File: src/hw/aluCfgPkg.sv
package aluCfgPkg;

    // Operand and result width
    localparam int dataWidth = 32;

    // Shift amount width
    // Variable shifts take the low bits of a
    localparam int shamtWidth = 5;

    // Clocks from inValid to outValid
    // One for decode, one for the result register
    localparam int pipeDepth = 2;

endpackage

File: src/hw/mipsIsaPkg.sv
package mipsIsaPkg;

    // Opcode spaces seen by the execute path
    localparam logic [5:0] opSpecial  = 6'h00;  // Classic R-type
    localparam logic [5:0] opSpecial2 = 6'h1C;  // Leading-count ops only

    // SPECIAL shifts
    localparam logic [5:0] functSll  = 6'h00;  // Shift by shamt
    localparam logic [5:0] functSrl  = 6'h02;
    localparam logic [5:0] functSra  = 6'h03;
    localparam logic [5:0] functSllv = 6'h04;  // Shift by a[4:0]
    localparam logic [5:0] functSrlv = 6'h06;
    localparam logic [5:0] functSrav = 6'h07;

    // Conditional moves
    localparam logic [5:0] functMovz = 6'h0A;
    localparam logic [5:0] functMovn = 6'h0B;

    // Add and subtract, trapping and non-trapping forms
    localparam logic [5:0] functAdd  = 6'h20;
    localparam logic [5:0] functAddu = 6'h21;
    localparam logic [5:0] functSub  = 6'h22;
    localparam logic [5:0] functSubu = 6'h23;

    // Bitwise logic
    localparam logic [5:0] functAnd  = 6'h24;
    localparam logic [5:0] functOr   = 6'h25;
    localparam logic [5:0] functXor  = 6'h26;
    localparam logic [5:0] functNor  = 6'h27;

    // Compares
    localparam logic [5:0] functSlt  = 6'h2A;  // Signed
    localparam logic [5:0] functSltu = 6'h2B;  // Unsigned

    // SPECIAL2 space, same codes as ADD/ADDU but no clash here
    localparam logic [5:0] functClz  = 6'h20;
    localparam logic [5:0] functClo  = 6'h21;

    // Internal operation passed from decode to execute
    typedef enum logic [4:0] {
        opAnd,
        opOr,
        opXor,
        opNor,
        opAdd,      // Signed overflow reported
        opAddu,
        opSub,      // Signed overflow reported
        opSubu,
        opSll,
        opSllv,
        opSrl,
        opSrlv,
        opSra,
        opSrav,
        opSlt,
        opSltu,
        opMovn,
        opMovz,
        opClo,
        opClz,
        opIllegal   // Unknown opcode or funct
    } aluOpE;

endpackage

File: src/hw/aluCore.sv
`timescale 1ns/1ps

module aluCore (
    input  logic                               clk,
    input  logic                               rstN,
    input  logic                               inValid,   // One strobe per op
    input  logic [5:0]                         opcode,
    input  logic [5:0]                         funct,
    input  logic [aluCfgPkg::shamtWidth-1:0]   shamt,
    input  logic [aluCfgPkg::dataWidth-1:0]    a,         // rs
    input  logic [aluCfgPkg::dataWidth-1:0]    b,         // rt
    output logic                               outValid,  // Two clocks after inValid
    output logic [aluCfgPkg::dataWidth-1:0]    result,
    output logic                               carryFlag,
    output logic                               overflowFlag,
    output logic                               negativeFlag,
    output logic                               zeroFlag,
    output logic                               writeEn,
    output logic                               illegalOp
);

    // Decode register outputs
    logic                                   decValid;
    mipsIsaPkg::aluOpE                      decOp;
    logic [aluCfgPkg::dataWidth-1:0]        decA;
    logic [aluCfgPkg::dataWidth-1:0]        decB;
    logic [aluCfgPkg::shamtWidth-1:0]       decShamt;

    // Combinational execute outputs
    logic [aluCfgPkg::dataWidth-1:0]        exResult;
    logic                                   exCarry;
    logic                                   exOverflow;
    logic                                   exNegative;
    logic                                   exZero;
    logic                                   exWriteEn;

    functDecode decode_inst (
        .clk      (clk),
        .rstN     (rstN),
        .inValid  (inValid),
        .opcode   (opcode),
        .funct    (funct),
        .shamt    (shamt),
        .a        (a),
        .b        (b),
        .decValid (decValid),
        .decOp    (decOp),
        .decA     (decA),
        .decB     (decB),
        .decShamt (decShamt)
    );

    aluExecute execute_inst (
        .decOp      (decOp),
        .decA       (decA),
        .decB       (decB),
        .decShamt   (decShamt),
        .exResult   (exResult),
        .exCarry    (exCarry),
        .exOverflow (exOverflow),
        .exNegative (exNegative),
        .exZero     (exZero),
        .exWriteEn  (exWriteEn)
    );

    // Second register stage, also sees decOp for the illegal flag
    resultStage result_inst (
        .clk          (clk),
        .rstN         (rstN),
        .decValid     (decValid),
        .decOp        (decOp),
        .exResult     (exResult),
        .exCarry      (exCarry),
        .exOverflow   (exOverflow),
        .exNegative   (exNegative),
        .exZero       (exZero),
        .exWriteEn    (exWriteEn),
        .outValid     (outValid),
        .result       (result),
        .carryFlag    (carryFlag),
        .overflowFlag (overflowFlag),
        .negativeFlag (negativeFlag),
        .zeroFlag     (zeroFlag),
        .writeEn      (writeEn),
        .illegalOp    (illegalOp)
    );

endmodule

File: src/hw/aluExecute.sv
`timescale 1ns/1ps

module aluExecute (
    input  mipsIsaPkg::aluOpE                  decOp,
    input  logic [aluCfgPkg::dataWidth-1:0]    decA,
    input  logic [aluCfgPkg::dataWidth-1:0]    decB,
    input  logic [aluCfgPkg::shamtWidth-1:0]   decShamt,
    output logic [aluCfgPkg::dataWidth-1:0]    exResult,
    output logic                               exCarry,
    output logic                               exOverflow,
    output logic                               exNegative,
    output logic                               exZero,
    output logic                               exWriteEn
);

    logic [aluCfgPkg::dataWidth:0]          sumWide;    // Carry in top bit
    logic [aluCfgPkg::dataWidth:0]          diffWide;   // Borrow in top bit
    logic signed [aluCfgPkg::dataWidth:0]   exactSum;   // Wide enough to never overflow
    logic signed [aluCfgPkg::dataWidth:0]   exactDiff;
    logic [aluCfgPkg::dataWidth-1:0]        cntZeros;
    logic [aluCfgPkg::dataWidth-1:0]        cntOnes;
    logic [aluCfgPkg::shamtWidth-1:0]       varShamt;   // Low bits of rs
    logic                                   sltSigned;
    logic                                   sltUnsigned;

    // Leading zeros by an MSB-first priority scan
    function automatic logic [aluCfgPkg::dataWidth-1:0] leadZeros(
        input logic [aluCfgPkg::dataWidth-1:0] v
    );
        logic [aluCfgPkg::dataWidth-1:0] cnt;
        logic                            found;
        cnt   = '0;
        found = 1'b0;
        for (int i = aluCfgPkg::dataWidth - 1; i >= 0; i--)
        begin
            if (v[i])
                found = 1'b1;           // First one stops the count
            else if (!found)
                cnt = cnt + 1'b1;
        end
        return cnt;                     // 0 to 32
    endfunction

    assign sumWide  = {1'b0, decA} + {1'b0, decB};
    assign diffWide = {1'b0, decA} - {1'b0, decB};  // Top bit set when a < b unsigned

    // Sign-extended operands give the exact signed value
    assign exactSum  = $signed({decA[aluCfgPkg::dataWidth-1], decA}) +
                       $signed({decB[aluCfgPkg::dataWidth-1], decB});
    assign exactDiff = $signed({decA[aluCfgPkg::dataWidth-1], decA}) -
                       $signed({decB[aluCfgPkg::dataWidth-1], decB});

    assign cntZeros = leadZeros(decA);
    assign cntOnes  = leadZeros(~decA);  // Leading ones as zeros of the inverse

    assign varShamt = decA[aluCfgPkg::shamtWidth-1:0];

    assign sltSigned   = $signed(decA) < $signed(decB);
    assign sltUnsigned = decA < decB;

    always_comb
    begin
        exResult   = '0;
        exCarry    = 1'b0;
        exOverflow = 1'b0;
        exWriteEn  = 1'b1;              // Most ops always write
        case (decOp)
            // Logic
            mipsIsaPkg::opAnd: exResult = decA & decB;
            mipsIsaPkg::opOr:  exResult = decA | decB;
            mipsIsaPkg::opXor: exResult = decA ^ decB;
            mipsIsaPkg::opNor: exResult = ~(decA | decB);

            // Add overflows when like signs give a different sign
            mipsIsaPkg::opAdd:
            begin
                exResult   = sumWide[aluCfgPkg::dataWidth-1:0];
                exCarry    = sumWide[aluCfgPkg::dataWidth];
                exOverflow = (decA[aluCfgPkg::dataWidth-1] == decB[aluCfgPkg::dataWidth-1]) &&
                             (exResult[aluCfgPkg::dataWidth-1] != decA[aluCfgPkg::dataWidth-1]);
            end
            mipsIsaPkg::opAddu:
            begin
                exResult = sumWide[aluCfgPkg::dataWidth-1:0];
                exCarry  = sumWide[aluCfgPkg::dataWidth];  // No overflow for unsigned form
            end

            // Subtract overflows when signs differ and the result flips from a
            mipsIsaPkg::opSub:
            begin
                exResult   = diffWide[aluCfgPkg::dataWidth-1:0];
                exCarry    = diffWide[aluCfgPkg::dataWidth];
                exOverflow = (decA[aluCfgPkg::dataWidth-1] != decB[aluCfgPkg::dataWidth-1]) &&
                             (exResult[aluCfgPkg::dataWidth-1] != decA[aluCfgPkg::dataWidth-1]);
            end
            mipsIsaPkg::opSubu:
            begin
                exResult = diffWide[aluCfgPkg::dataWidth-1:0];
                exCarry  = diffWide[aluCfgPkg::dataWidth];
            end

            // Shifts always move rt
            mipsIsaPkg::opSll:  exResult = decB << decShamt;
            mipsIsaPkg::opSllv: exResult = decB << varShamt;
            mipsIsaPkg::opSrl:  exResult = decB >> decShamt;
            mipsIsaPkg::opSrlv: exResult = decB >> varShamt;
            mipsIsaPkg::opSra:  exResult = $signed(decB) >>> decShamt;  // Sign fill
            mipsIsaPkg::opSrav: exResult = $signed(decB) >>> varShamt;

            // Set on less than
            mipsIsaPkg::opSlt:  exResult = {{(aluCfgPkg::dataWidth-1){1'b0}}, sltSigned};
            mipsIsaPkg::opSltu: exResult = {{(aluCfgPkg::dataWidth-1){1'b0}}, sltUnsigned};

            // Conditional moves always pass a and gate only the write
            mipsIsaPkg::opMovn:
            begin
                exResult  = decA;
                exWriteEn = (decB != '0);
            end
            mipsIsaPkg::opMovz:
            begin
                exResult  = decA;
                exWriteEn = (decB == '0);
            end

            // Leading counts
            mipsIsaPkg::opClo: exResult = cntOnes;
            mipsIsaPkg::opClz: exResult = cntZeros;

            default:
            begin
                exWriteEn = 1'b0;       // Illegal op leaves everything zero
            end
        endcase

        // Sign and zero from whichever result was picked
        exNegative = exResult[aluCfgPkg::dataWidth-1];
        exZero     = (exResult == '0);
        if (decOp == mipsIsaPkg::opIllegal)
        begin
            exNegative = 1'b0;
            exZero     = 1'b0;          // Flag held low despite the zero result
        end
    end

    // Signed overflow only from ADD and SUB whose exact value leaves the word
    always_comb
    begin
        assert final (exOverflow ==
                      ((decOp == mipsIsaPkg::opAdd &&
                        exactSum[aluCfgPkg::dataWidth] != exactSum[aluCfgPkg::dataWidth-1]) ||
                       (decOp == mipsIsaPkg::opSub &&
                        exactDiff[aluCfgPkg::dataWidth] != exactDiff[aluCfgPkg::dataWidth-1])))
            else $error("overflow flag wrong for op %s", decOp.name());
    end

endmodule

File: src/hw/functDecode.sv
`timescale 1ns/1ps

module functDecode (
    input  logic                               clk,
    input  logic                               rstN,
    input  logic                               inValid,
    input  logic [5:0]                         opcode,
    input  logic [5:0]                         funct,
    input  logic [aluCfgPkg::shamtWidth-1:0]   shamt,
    input  logic [aluCfgPkg::dataWidth-1:0]    a,       // rs
    input  logic [aluCfgPkg::dataWidth-1:0]    b,       // rt
    output logic                               decValid,
    output mipsIsaPkg::aluOpE                  decOp,
    output logic [aluCfgPkg::dataWidth-1:0]    decA,
    output logic [aluCfgPkg::dataWidth-1:0]    decB,
    output logic [aluCfgPkg::shamtWidth-1:0]   decShamt
);

    mipsIsaPkg::aluOpE nextOp;  // Decoded op before the register

    // Opcode space first and then funct within it
    always_comb
    begin
        nextOp = mipsIsaPkg::opIllegal;
        if (opcode == mipsIsaPkg::opSpecial)
        begin
            case (funct)
                mipsIsaPkg::functSll:  nextOp = mipsIsaPkg::opSll;
                mipsIsaPkg::functSrl:  nextOp = mipsIsaPkg::opSrl;
                mipsIsaPkg::functSra:  nextOp = mipsIsaPkg::opSra;
                mipsIsaPkg::functSllv: nextOp = mipsIsaPkg::opSllv;
                mipsIsaPkg::functSrlv: nextOp = mipsIsaPkg::opSrlv;
                mipsIsaPkg::functSrav: nextOp = mipsIsaPkg::opSrav;
                mipsIsaPkg::functMovz: nextOp = mipsIsaPkg::opMovz;
                mipsIsaPkg::functMovn: nextOp = mipsIsaPkg::opMovn;
                mipsIsaPkg::functAdd:  nextOp = mipsIsaPkg::opAdd;
                mipsIsaPkg::functAddu: nextOp = mipsIsaPkg::opAddu;
                mipsIsaPkg::functSub:  nextOp = mipsIsaPkg::opSub;
                mipsIsaPkg::functSubu: nextOp = mipsIsaPkg::opSubu;
                mipsIsaPkg::functAnd:  nextOp = mipsIsaPkg::opAnd;
                mipsIsaPkg::functOr:   nextOp = mipsIsaPkg::opOr;
                mipsIsaPkg::functXor:  nextOp = mipsIsaPkg::opXor;
                mipsIsaPkg::functNor:  nextOp = mipsIsaPkg::opNor;
                mipsIsaPkg::functSlt:  nextOp = mipsIsaPkg::opSlt;
                mipsIsaPkg::functSltu: nextOp = mipsIsaPkg::opSltu;
                default:               nextOp = mipsIsaPkg::opIllegal;  // Undefined funct
            endcase
        end
        else if (opcode == mipsIsaPkg::opSpecial2)
        begin
            case (funct)
                mipsIsaPkg::functClz:  nextOp = mipsIsaPkg::opClz;
                mipsIsaPkg::functClo:  nextOp = mipsIsaPkg::opClo;
                default:               nextOp = mipsIsaPkg::opIllegal;
            endcase
        end
    end

    // Control registers
    always_ff @(posedge clk or negedge rstN)
    begin
        if (!rstN)
        begin
            decValid <= 1'b0;
            decOp    <= mipsIsaPkg::opIllegal;
        end
        else
        begin
            decValid <= inValid;        // One-cycle strobe follows input
            if (inValid)
                decOp <= nextOp;
        end
    end

    // Operands ride alongside the op
    always_ff @(posedge clk)
    begin
        if (inValid)
        begin
            decA     <= a;
            decB     <= b;
            decShamt <= shamt;
        end
    end

    // Nothing leaves decode while reset is held
    assert property (@(posedge clk) !rstN |-> !decValid)
        else $error("decValid high during reset");

endmodule

File: src/hw/resultStage.sv
`timescale 1ns/1ps

module resultStage (
    input  logic                               clk,
    input  logic                               rstN,
    input  logic                               decValid,
    input  mipsIsaPkg::aluOpE                  decOp,
    input  logic [aluCfgPkg::dataWidth-1:0]    exResult,
    input  logic                               exCarry,
    input  logic                               exOverflow,
    input  logic                               exNegative,
    input  logic                               exZero,
    input  logic                               exWriteEn,
    output logic                               outValid,
    output logic [aluCfgPkg::dataWidth-1:0]    result,
    output logic                               carryFlag,
    output logic                               overflowFlag,
    output logic                               negativeFlag,
    output logic                               zeroFlag,
    output logic                               writeEn,
    output logic                               illegalOp
);

    // Control outputs, cleared in reset
    always_ff @(posedge clk or negedge rstN)
    begin
        if (!rstN)
        begin
            outValid  <= 1'b0;
            writeEn   <= 1'b0;
            illegalOp <= 1'b0;
        end
        else
        begin
            outValid <= decValid;
            writeEn  <= decValid && exWriteEn;  // Pulses with outValid only
            if (decValid)
                illegalOp <= (decOp == mipsIsaPkg::opIllegal);  // Held between results
        end
    end

    // Payload and flags, held while idle
    always_ff @(posedge clk)
    begin
        if (decValid)
        begin
            result       <= exResult;
            carryFlag    <= exCarry;
            overflowFlag <= exOverflow;
            negativeFlag <= exNegative;
            zeroFlag     <= exZero;
        end
    end

    // An illegal op must never reach the register file
    assert property (@(posedge clk) disable iff (!rstN) !(writeEn && illegalOp))
        else $error("writeEn with illegalOp");

endmodule

File: config.mk
export PLATFORM = sky130hd
export DESIGN_NAME = aluCore
export DESIGN_NICKNAME = d
export VERILOG_FILES = /design/src/hw/aluCfgPkg.sv /design/src/hw/mipsIsaPkg.sv /design/src/hw/aluCore.sv /design/src/hw/aluExecute.sv /design/src/hw/functDecode.sv /design/src/hw/resultStage.sv
export SDC_FILE = /design/constraint.sdc
export NUM_CORES = 1
export LEC_CHECK = 0
export ABC_AREA = 0
export BUFFER_PORTS_ARGS = -buffer_cell sky130_fd_sc_hd__buf_2
export CAP_MARGIN = 20
export CORE_MARGIN = 10
export CORE_UTILIZATION = 25
export DETAILED_ROUTE_END_ITERATION = 10
export PLACE_DENSITY_LB_ADDON = 0.25
export SKIP_LAST_GASP = 1
export SLEW_MARGIN = 15
export SYNTH_ARGS = -nofsm -noshare
export SYNTH_HDL_FRONTEND = slang
export SYNTH_HIERARCHICAL = 1
export SYNTH_SLANG_ARGS = --single-unit
File: constraint.sdc
create_clock -name clk -period 38.5 [get_ports clk]
set_input_delay 3.85 -clock clk [delete_from_list [all_inputs] [get_ports clk]]
set_output_delay 3.85 -clock clk [all_outputs]
set_load 0.005 [all_outputs]
Word-level counts from Yosys, hierarchy flattened
Memory sizes are Yosys's and may differ from the RTL's. Cells that the tools add are included.

Add/subtract/negate cells: 64. Multipliers: 0. Divide/modulo/power cells: 0. Order comparisons: 2. Equal/unequal tests: 27. Shifts and indexed selects: 6. Mux-type cells: 195. Bitwise logic cells: 5. Reductions and logical operators: 12.

Operator list (count): $mux 32 (124); $add 32x1->32 const B (60); $pmux 32 s17 (1); $logic_not 32->1 (2); $lt 32x32->1 (2); $mux 1 (64); $not 32->32 (2); $shl 32x5->32 (2); $shr 32x5->32 (2); $sshr 32x5->32 (2); $eq 5x4->1 const B (8); $add 32x32->33 (1); $sub 32x32->33 (1); $and 32x32->32 (1); $or 32x32->32 (1); $reduce_bool 32->1 (1); $xor 32x32->32 (1); $eq 5x5->1 const B (5); $eq 5x3->1 const B (4); $reduce_or 18->1 (1); $eq 6x6->1 const B (2); $eq 5x2->1 const B (2); $mux 5 (2); $eq 6x5->1 const B (1); other kinds (11) (19).

Register bits: 114. Latch bits: 0. Memory bits (writable): 0. Memory bits (read-only): 320. Output and inout bits: 39. Word-level logic and storage cells: 325. Memories kept: 1.

Memories: (name not given) (depth 64, bits a word 5, read ports 1, clocked after memory_dff 0, wr ports 0, line functDecode.sv:27) `case (funct)`.

Logic depth before layout (Yosys ltp)
Gate-level depths: netlist of the first run.

Depth in word-level cells: 97. Gate-level depth with buffers: 112. Mapped depth without buffers: 111.

Modules after synthesis
Netlist of the first run, hierarchy kept.

By module, submodules not included: aluExecute (times used 1, cells each 3007, area each 19809.0 um^2); functDecode (times used 1, cells each 108, area each 2431.1 um^2); resultStage (times used 1, cells each 44, area each 1189.9 um^2).

Worst setup path after synthesis of the first run
OpenSTA, ideal clock, no wires.

Path kind: register -> register. Start point: register decode_inst/decA[31] in the netlist's numbering. End point: register result_inst.zeroFlag, data pin. Library setup time: 170 ps. Arrival time: 20060 ps. Data required time: 38330 ps. Path slack: 18270 ps. Stages on the path, launching flop included: 110. Cell sequence: edfxtp_1 -> buf_6 -> nor2_1 -> ha_1 -> mux2i_1 -> inv_1 -> ha_1 -> nor2b_1 -> o31ai_1 -> inv_1 -> ha_1 -> a21o_1 -> ha_1 -> nand2_1 -> a31oi_1 -> ha_1 -> a221oi_1 -> a21oi_1 -> [... 74 more ...] -> ha_1 -> mux2i_1 -> o21ai_0 -> ha_1 -> mux2i_1 -> nor2_1 -> a21oi_1 -> o21a_1 -> o221ai_1 -> or4_1 -> nor4_1 -> nand2b_1 -> nor4_1 -> nand3b_1 -> or3_1 -> or4_1 -> or4_1 -> nor4_2.

Longest elaborated chain between the ends: 97. Elaborated cells on any way between the ends: 261.

RTL lines: start, declared (line functDecode.sv:14) `output logic [aluCfgPkg::dataWidth-1:0] decA,`; start signal, assigned (line functDecode.sv:80) `decA <= a;`; $not 32->32 (line aluExecute.sv:54) `assign cntOnes = leadZeros(~decA);`; $mux 1 (line aluExecute.sv:36) `if (v[i])`; $add 1x1->2 (line aluExecute.sv:39) `cnt = cnt + 1'b1;`; $mux 32 (line aluExecute.sv:38) `else if (!found)`; $mux 32 (line aluExecute.sv:36); $add 32x1->32 (line aluExecute.sv:39); $mux 32 (line aluExecute.sv:38); $mux 32 (line aluExecute.sv:36); [... 82 more ...]; $mux 32 (line aluExecute.sv:38); $mux 32 (line aluExecute.sv:36); $add 32x1->32 (line aluExecute.sv:39); $mux 32 (line aluExecute.sv:38); $mux 32 (line aluExecute.sv:36); $pmux 32 s17 * (line aluExecute.sv:67) `case (decOp)`; net exResult, one bit (line aluCore.sv:30) `logic [aluCfgPkg::dataWidth-1:0] exResult;`; $logic_not 32->1 * (line aluExecute.sv:138) `exZero = (exResult == '0);`; end signal, assigned (line resultStage.sv:51) `zeroFlag <= exZero;`; end, declared (line resultStage.sv:19) `output logic zeroFlag,`.

The timed path passes the listed nets; every way through them passes the cells marked *. A chain may end at the register's enable or synchronous reset.

Final worst setup path of the first run
Start point: register decode_inst/decA[30] in the netlist's numbering. End point: register result_inst.zeroFlag, data pin.

Longest elaborated chain between the ends: 94. Elaborated cells on any way between the ends: 253.

RTL lines (line): $not 32->32 (aluExecute.sv:54); $mux 32 (aluExecute.sv:36); $add 32x1->32 (aluExecute.sv:39); $mux 32 (aluExecute.sv:38); $mux 32 (aluExecute.sv:36); $add 32x1->32 (aluExecute.sv:39); $mux 32 (aluExecute.sv:38); $mux 32 (aluExecute.sv:36); [... 79 more ...]; $mux 32 (aluExecute.sv:38); $mux 32 (aluExecute.sv:36); $add 32x1->32 (aluExecute.sv:39); $mux 32 (aluExecute.sv:38); $mux 32 (aluExecute.sv:36); $pmux 32 s17 * (aluExecute.sv:67); net exResult, one bit (aluCore.sv:30); $logic_not 32->1 * (aluExecute.sv:138).

Marked as above.

==> impl_metrics.tcl, run 1 <==
set metrics [dict create \
    fin_setup_tns_ns 0 \
    crit_path_end_kind "flop" \
    post_drt_wl_per_cell_um 23.40 \
    skew_ns 0.02426 \
    clock_latency_ns 0.51 \
    drc 0 \
    clock_path_buffers 2 \
    ys.flop_type "edfxtp_1" \
    dieArea_mm2 0.1064 \
    syn-instance-count 3159 \
    track_usage 0.1877 \
    ff2ff_path_depth 109 \
    die_width_um 326.1 \
    ys_types 111 \
    worstSetupPathType "reg2reg" \
    viasPerCell 5.630 \
    start_util 0.2514 \
    ir_worst_vdd_v 0.00003833 \
    fmax_mhz 43.29 \
    slowest_delay_ns 0.60 \
    crit_path_top_delay_cell "a221oi_1" \
    nets 3424 \
    crit_required_ns 38.82 \
    clkTransAtPathRegs_ns 0.07 \
    routed_wl_mm 104.2 \
    hold_path_class "reg2reg" \
    netlist_area_mm2 0.02343 \
    crit_fanout 11 \
    ys_top_cells_by_count "nor2_1, nand2_1, a21oi_1, o21ai_0, mux2i_1" \
    ios 123 \
    worst_slew_pin_slew_ns 1.104 \
    min_delay_path_depth 2 \
    coreArea_mm2 0.09319 \
    drive_gt1_frac 0.1176 \
    drtAntennaViolNets 0 \
    cts_root_buffer "clkbuf_16" \
    gp_congestion 0.9987 \
    setup_viol 0 \
    outcome "completed" \
    synth_edf_count 105 \
    grt_pass1_vias 23500 \
    p_per_area_mw_per_mm2 24.81 \
    placed_cells 4419 \
    rows 112 \
    synth.top_cell.area_share 0.1346 \
    fin_cells 4453 \
    yosys-top-cells-area "edfxtp_1, ha_1, mux2i_1" \
    post_cts_resized 0 \
    clock_sinks 114 \
    cts_hold_buf 0 \
    area_growth_syn_to_layout_pct 11.42 \
    cts_setup_buffers 0 \
    post-dp-hpwl_mm 83.18 \
    tritoncts "yes" \
    synth.most_common_cell "nor2_1" \
    p_leak_nw 10.28 \
    cts_inserted_buffers 17 \
    holdWs_ns 0.5212 \
    slew_violations 0 \
    grt_max_degree 68 \
    start_kind "flop" \
    vias 25070 \
    synth-async-reset-ratio 0.07895 \
    max_cap_violations 0 \
    grt_pass1_wl_mm 154.6 \
    yosysWarningCount 6 \
    first_pass_iters 6 \
    drtIter0Drc 2511 \
    antenna_found_initial 6 \
    postSynthAreaPerCell_um2 7.417 \
    arrival_ns 23.42 \
    relSlewSlack 0.2634 \
    fin_crit_sh 0.6000 \
    finalCriticalPeriod_ns 23.10 \
    final-hold-violation-count 0 \
    cp_common_cell "ha_1" \
    cts_max_level 4 \
    globalRoute.totalOverflow 0 \
    synth_fp_nets 3399 \
    grt_setup_unrepaired "no" \
    dieHeight_um 326.1 \
    port_buffers 122 \
    synth_largest_area_cell "edfxtp_1" \
    ys_seq_area_frac 0.1443 \
    ys_ff_latch 114 \
]
-- layer usage --
metal | routed length, µm | GRT usage | part of all wire
met1 | 45600 | 0.2483 | 0.44
met2 | 47460 | 0.3030 | 0.46
met3 | 6772 | 0.02829 | 0.065
met4 | 4375 | 0.07378 | 0.042
met5 | 0 | 0 | 0
-- cell usage in the layout, fill, tap and decap left out, drive strengths merged, types with 82 or more instances in the layout --
cell type    n
nor2       365
nand2      357
a21oi      307
o21ai      200
buf        184
mux2i      181
ha         154
inv        128
xnor2      111
edfxtp     105
nand3       93
nor3        82
-- registers in the layout, summed over array words and instances (netlist names) --
name and flops:
result_inst/carryFlag 1, decode_inst/decB 32, result_inst/zeroFlag 1, decode_inst/decValid 1, result_inst/writeEn 1, decode_inst/decOp 5, result_inst/result 32, decode_inst/decShamt 5
result_inst/overflowFlag 1, result_inst/outValid 1, decode_inst/decA 32, result_inst/illegalOp 1, result_inst/negativeFlag 1
-- per-stage QoR --
| stage | utilization | setup slack (ns) | power, mW | area (µm²) |
|---|---|---|---|---|
| after floorplan | - | 18.27 | 0.3502 | 23430 |
| after global routing | 0.2801 | 13.21 | 0.6834 | 26100 |
| after detailed placement | 0.2733 | 15.57 | 0.4577 | 25470 |
| final | 0.2801 | 15.40 | 0.6478 | 26110 |
| after global placement | 0.2733 | 16.29 | 0.4582 | 25470 |
| after CTS | 0.2801 | 15.48 | 0.6502 | 26100 |
-- path summary, 6_finish.rpt --
path,start,endpoint,slack (ns)
hold / removal,result_inst/illegalOp,result_inst/illegalOp,0.52
setup reg to reg,decode_inst/decA[30],result_inst/zeroFlag,15.40
setup / recovery,decode_inst/decA[30],result_inst/zeroFlag,15.40
min in group asynchronous,rstN,result_inst/outValid,3.19
hold reg to reg,result_inst/illegalOp,result_inst/illegalOp,0.52
max in group asynchronous,rstN,decode_inst/decOp[2],35.06
-- logic make-up after synthesis --
family	after synthesis	synth area share
and+or+nand+nor	1224	0.2504
AOI/OAI and AO/OA	933	0.2581
buffers and inverters	303	0.05217
muxes	222	0.1023
xor gates and xnor gates	202	0.1066
adders and majority gates	161	0.08608
DFF	114	0.1443
-- where the power goes --
group	internal (mW)	switching [mW]	leakage, nW
combinational	0.100	0.195	8.83
clock	0.109	0.0754	0.302
sequential	0.147	0.0213	1.15
-- critical path: cells and delay by family, from the launching register on --
kind	cells	cell delay (ns)
AO/OA/AOI/OAI	25	4.95
multiplexers	15	2.94
AND/OR/NAND/NOR	35	4.66
adder cells (fa/ha/maj)	29	9.27
buffers and inverters	5	0.53
flip-flops	1	0.58
-- area by class of cell --
type                    instances  area [µm²]
clock buffers                  17       425.4
clock inverters                15       205.2
inverters                     125       469.2
fillers                     10230       67080
repair buffers                184        1079
flip-flops and latches        114        3382
multi-input cells            2742       18970
well taps                    1254        1569
diodes                          2       5.005
(Power assumes the default switching activity.)
==> inputs of run 2 (changes only) <==
==> constraint.sdc (replaced) <==
create_clock -name clk -period 19.9 [get_ports clk]
set_input_delay 1.99 -clock clk [delete_from_list [all_inputs] [get_ports clk]]
set_output_delay 1.99 -clock clk [all_outputs]
set_load 0.005 [all_outputs]
==> impl_metrics.tcl, run 2 (synthesis results as in run 1) <==
set metrics [dict create \
    outcome "finished with violations" \
    violations "negative setup slack" \
    crit_path_top_delay_cell "or4_4" \
    cts_hold_buf 0 \
    dpl_cell_area_mm2 0.02616 \
    mostFrequentLayoutCells "nor2_1, nand2_1, a21oi_1" \
    gp_congestion 1.007 \
    clock_sinks 114 \
    crit_path_end_kind "flop" \
    setup_viol 1 \
    crit_fanout 4 \
    cts_max_level 4 \
    critical_path_buf_inv_count 22 \
    crit_family "adder cells" \
    nets 3588 \
    p_per_area_mw_per_mm2 48.38 \
    vias 25700 \
    finalCriticalPeriod_ns 20.23 \
    slowest_delay_ns 0.51 \
    drc 0 \
    place_ws_ns -1.115 \
    fillers 10100 \
    start_util 0.2514 \
    viasPerCell 5.566 \
    clkTransAtPathRegs_ns 0.06 \
    holdWs_ns 0.5408 \
    skew_ns 0.01067 \
    antenna_found_initial 5 \
    grt_max_degree 68 \
    die_width_um 326.1 \
    drtAntennaViolNets 0 \
    dieArea_mm2 0.1064 \
    coreArea_mm2 0.09319 \
    layout_commonest_cell "nor2_1" \
    cts_inserted_buffers 17 \
    crit_required_ns 20.23 \
    dieHeight_um 326.1 \
    worst_slew_pin_slew_ns 1.123 \
    cts_root_buffer "clkbuf_16" \
    globalRoute.totalOverflow 0 \
    track_usage 0.1896 \
    tritoncts "yes" \
    ir_worst_vdd_v 0.00007291 \
    fmax_mhz 49.43 \
    hold_path_class "reg2reg" \
    grt_pass1_vias 24160 \
    start_kind "flop" \
    slew_violations 0 \
    post_drt_wl_per_cell_um 23.01 \
    grt_setup_unrepaired "yes" \
    drtIter0Drc 2548 \
    area_growth_syn_to_layout_pct 19.44 \
    fin_crit_sh 1.017 \
    post-dp-hpwl_mm 84.00 \
    design_area_mm2 0.02799 \
    max_cap_violations 0 \
    final-hold-violation-count 0 \
    fin_setup_tns_ns -0.3320 \
    worstSetupPathType "reg2reg" \
    seq_area_mm2 0.003382 \
    cp_common_cell "buf_4" \
    rows 112 \
    clock_latency_ns 0.50 \
    first_pass_iters 6 \
    grt_pass1_wl_mm 156.5 \
    arrival_ns 20.56 \
    routed_wl_mm 106.2 \
    port_buffers 122 \
    multi_input_area_mm2 0.01961 \
    p_leak_nw 11.09 \
    drive_gt1_frac 0.1860 \
    fin_ws_ns -0.3320 \
    fin_util 0.3003 \
    reg_top3 "decode_inst/decA x32, decode_inst/decB x32, result_inst/result x32" \
    reg2reg_slack_ns -0.33 \
    clock_path_buffers 2 \
    relSlewSlack 0.2463 \
    ios 123 \
]
## run 2: cell types whose count changed in the layout (fill, tap and decap cells not counted), moves of 12 or more
cell / delta
ha_4: +25
ha_1: -25
buf_4: +161
nand2_1: -13
o21ai_0: -12
nand2_2: +13
## run 2: routing by layer
metal  routed length, µm  vias to the layer above  track usage
li1                    -                    12090            -
met1               46960                    12450       0.2534
met3                6894                      195      0.03047
met2               48250                      962       0.3038
met4                4106                        2      0.07001
met5                  13                        -            0
## run 2: metrics by stage
stage	power, mW	instances
2_1_floorplan	0.6797	3159
3_3_place_gp	0.9246	4507
3_5_place_dp	0.9244	4507
4_1_cts	1.305	4592
5_1_grt	1.428	4616
6_report	1.354	4617
## run 2: path summary, 6_finish.rpt
check	start	to	cells after the start
hold reg to reg	result_inst/illegalOp	result_inst/illegalOp	2
setup / recovery	decode_inst/decA[30]	result_inst/zeroFlag	114
setup reg to reg	decode_inst/decA[30]	result_inst/zeroFlag	114
max in group asynchronous	rstN	decode_inst/decOp[2]	1
min in group asynchronous	rstN	decode_inst/decOp[1]	1
hold / removal	result_inst/illegalOp	result_inst/illegalOp	2
## run 2: cell type report
class | instances | area share
multi-input combinational | 2742 | 0.7007
sequential | 114 | 0.1208
timing repair buffer | 348 | 0.08293
tap | 1254 | 0.05606
inverter | 125 | 0.01677
clock buffer | 17 | 0.01520
clock inverter | 15 | 0.007288
antenna | 2 | 0.0001788
## run 2: power breakdown
group	internal [mW]	leakage (nW)	switching, mW
sequential	0.285	1.15	0.0461
clock	0.210	0.299	0.136
combinational	0.268	9.64	0.408
## run 2: worst min-delay path, delay by kind of cell (launching register included)
| kind | cells | cell delay, ns |
|---|---|---|
| buffers and inverters | 1 | 0.06 |
| flip-flops | 1 | 0.37 |
| AO/OA/AOI/OAI | 1 | 0.07 |
## run 2: what timing repair did
| item | 4_1_cts | 5_1_grt |
|---|---|---|
| pin swaps | 31 | 97 |
| setup endpoints to repair | 2 | 9 |
| resized for setup | 12 | 103 |
| setup buffers | 53 | 23 |
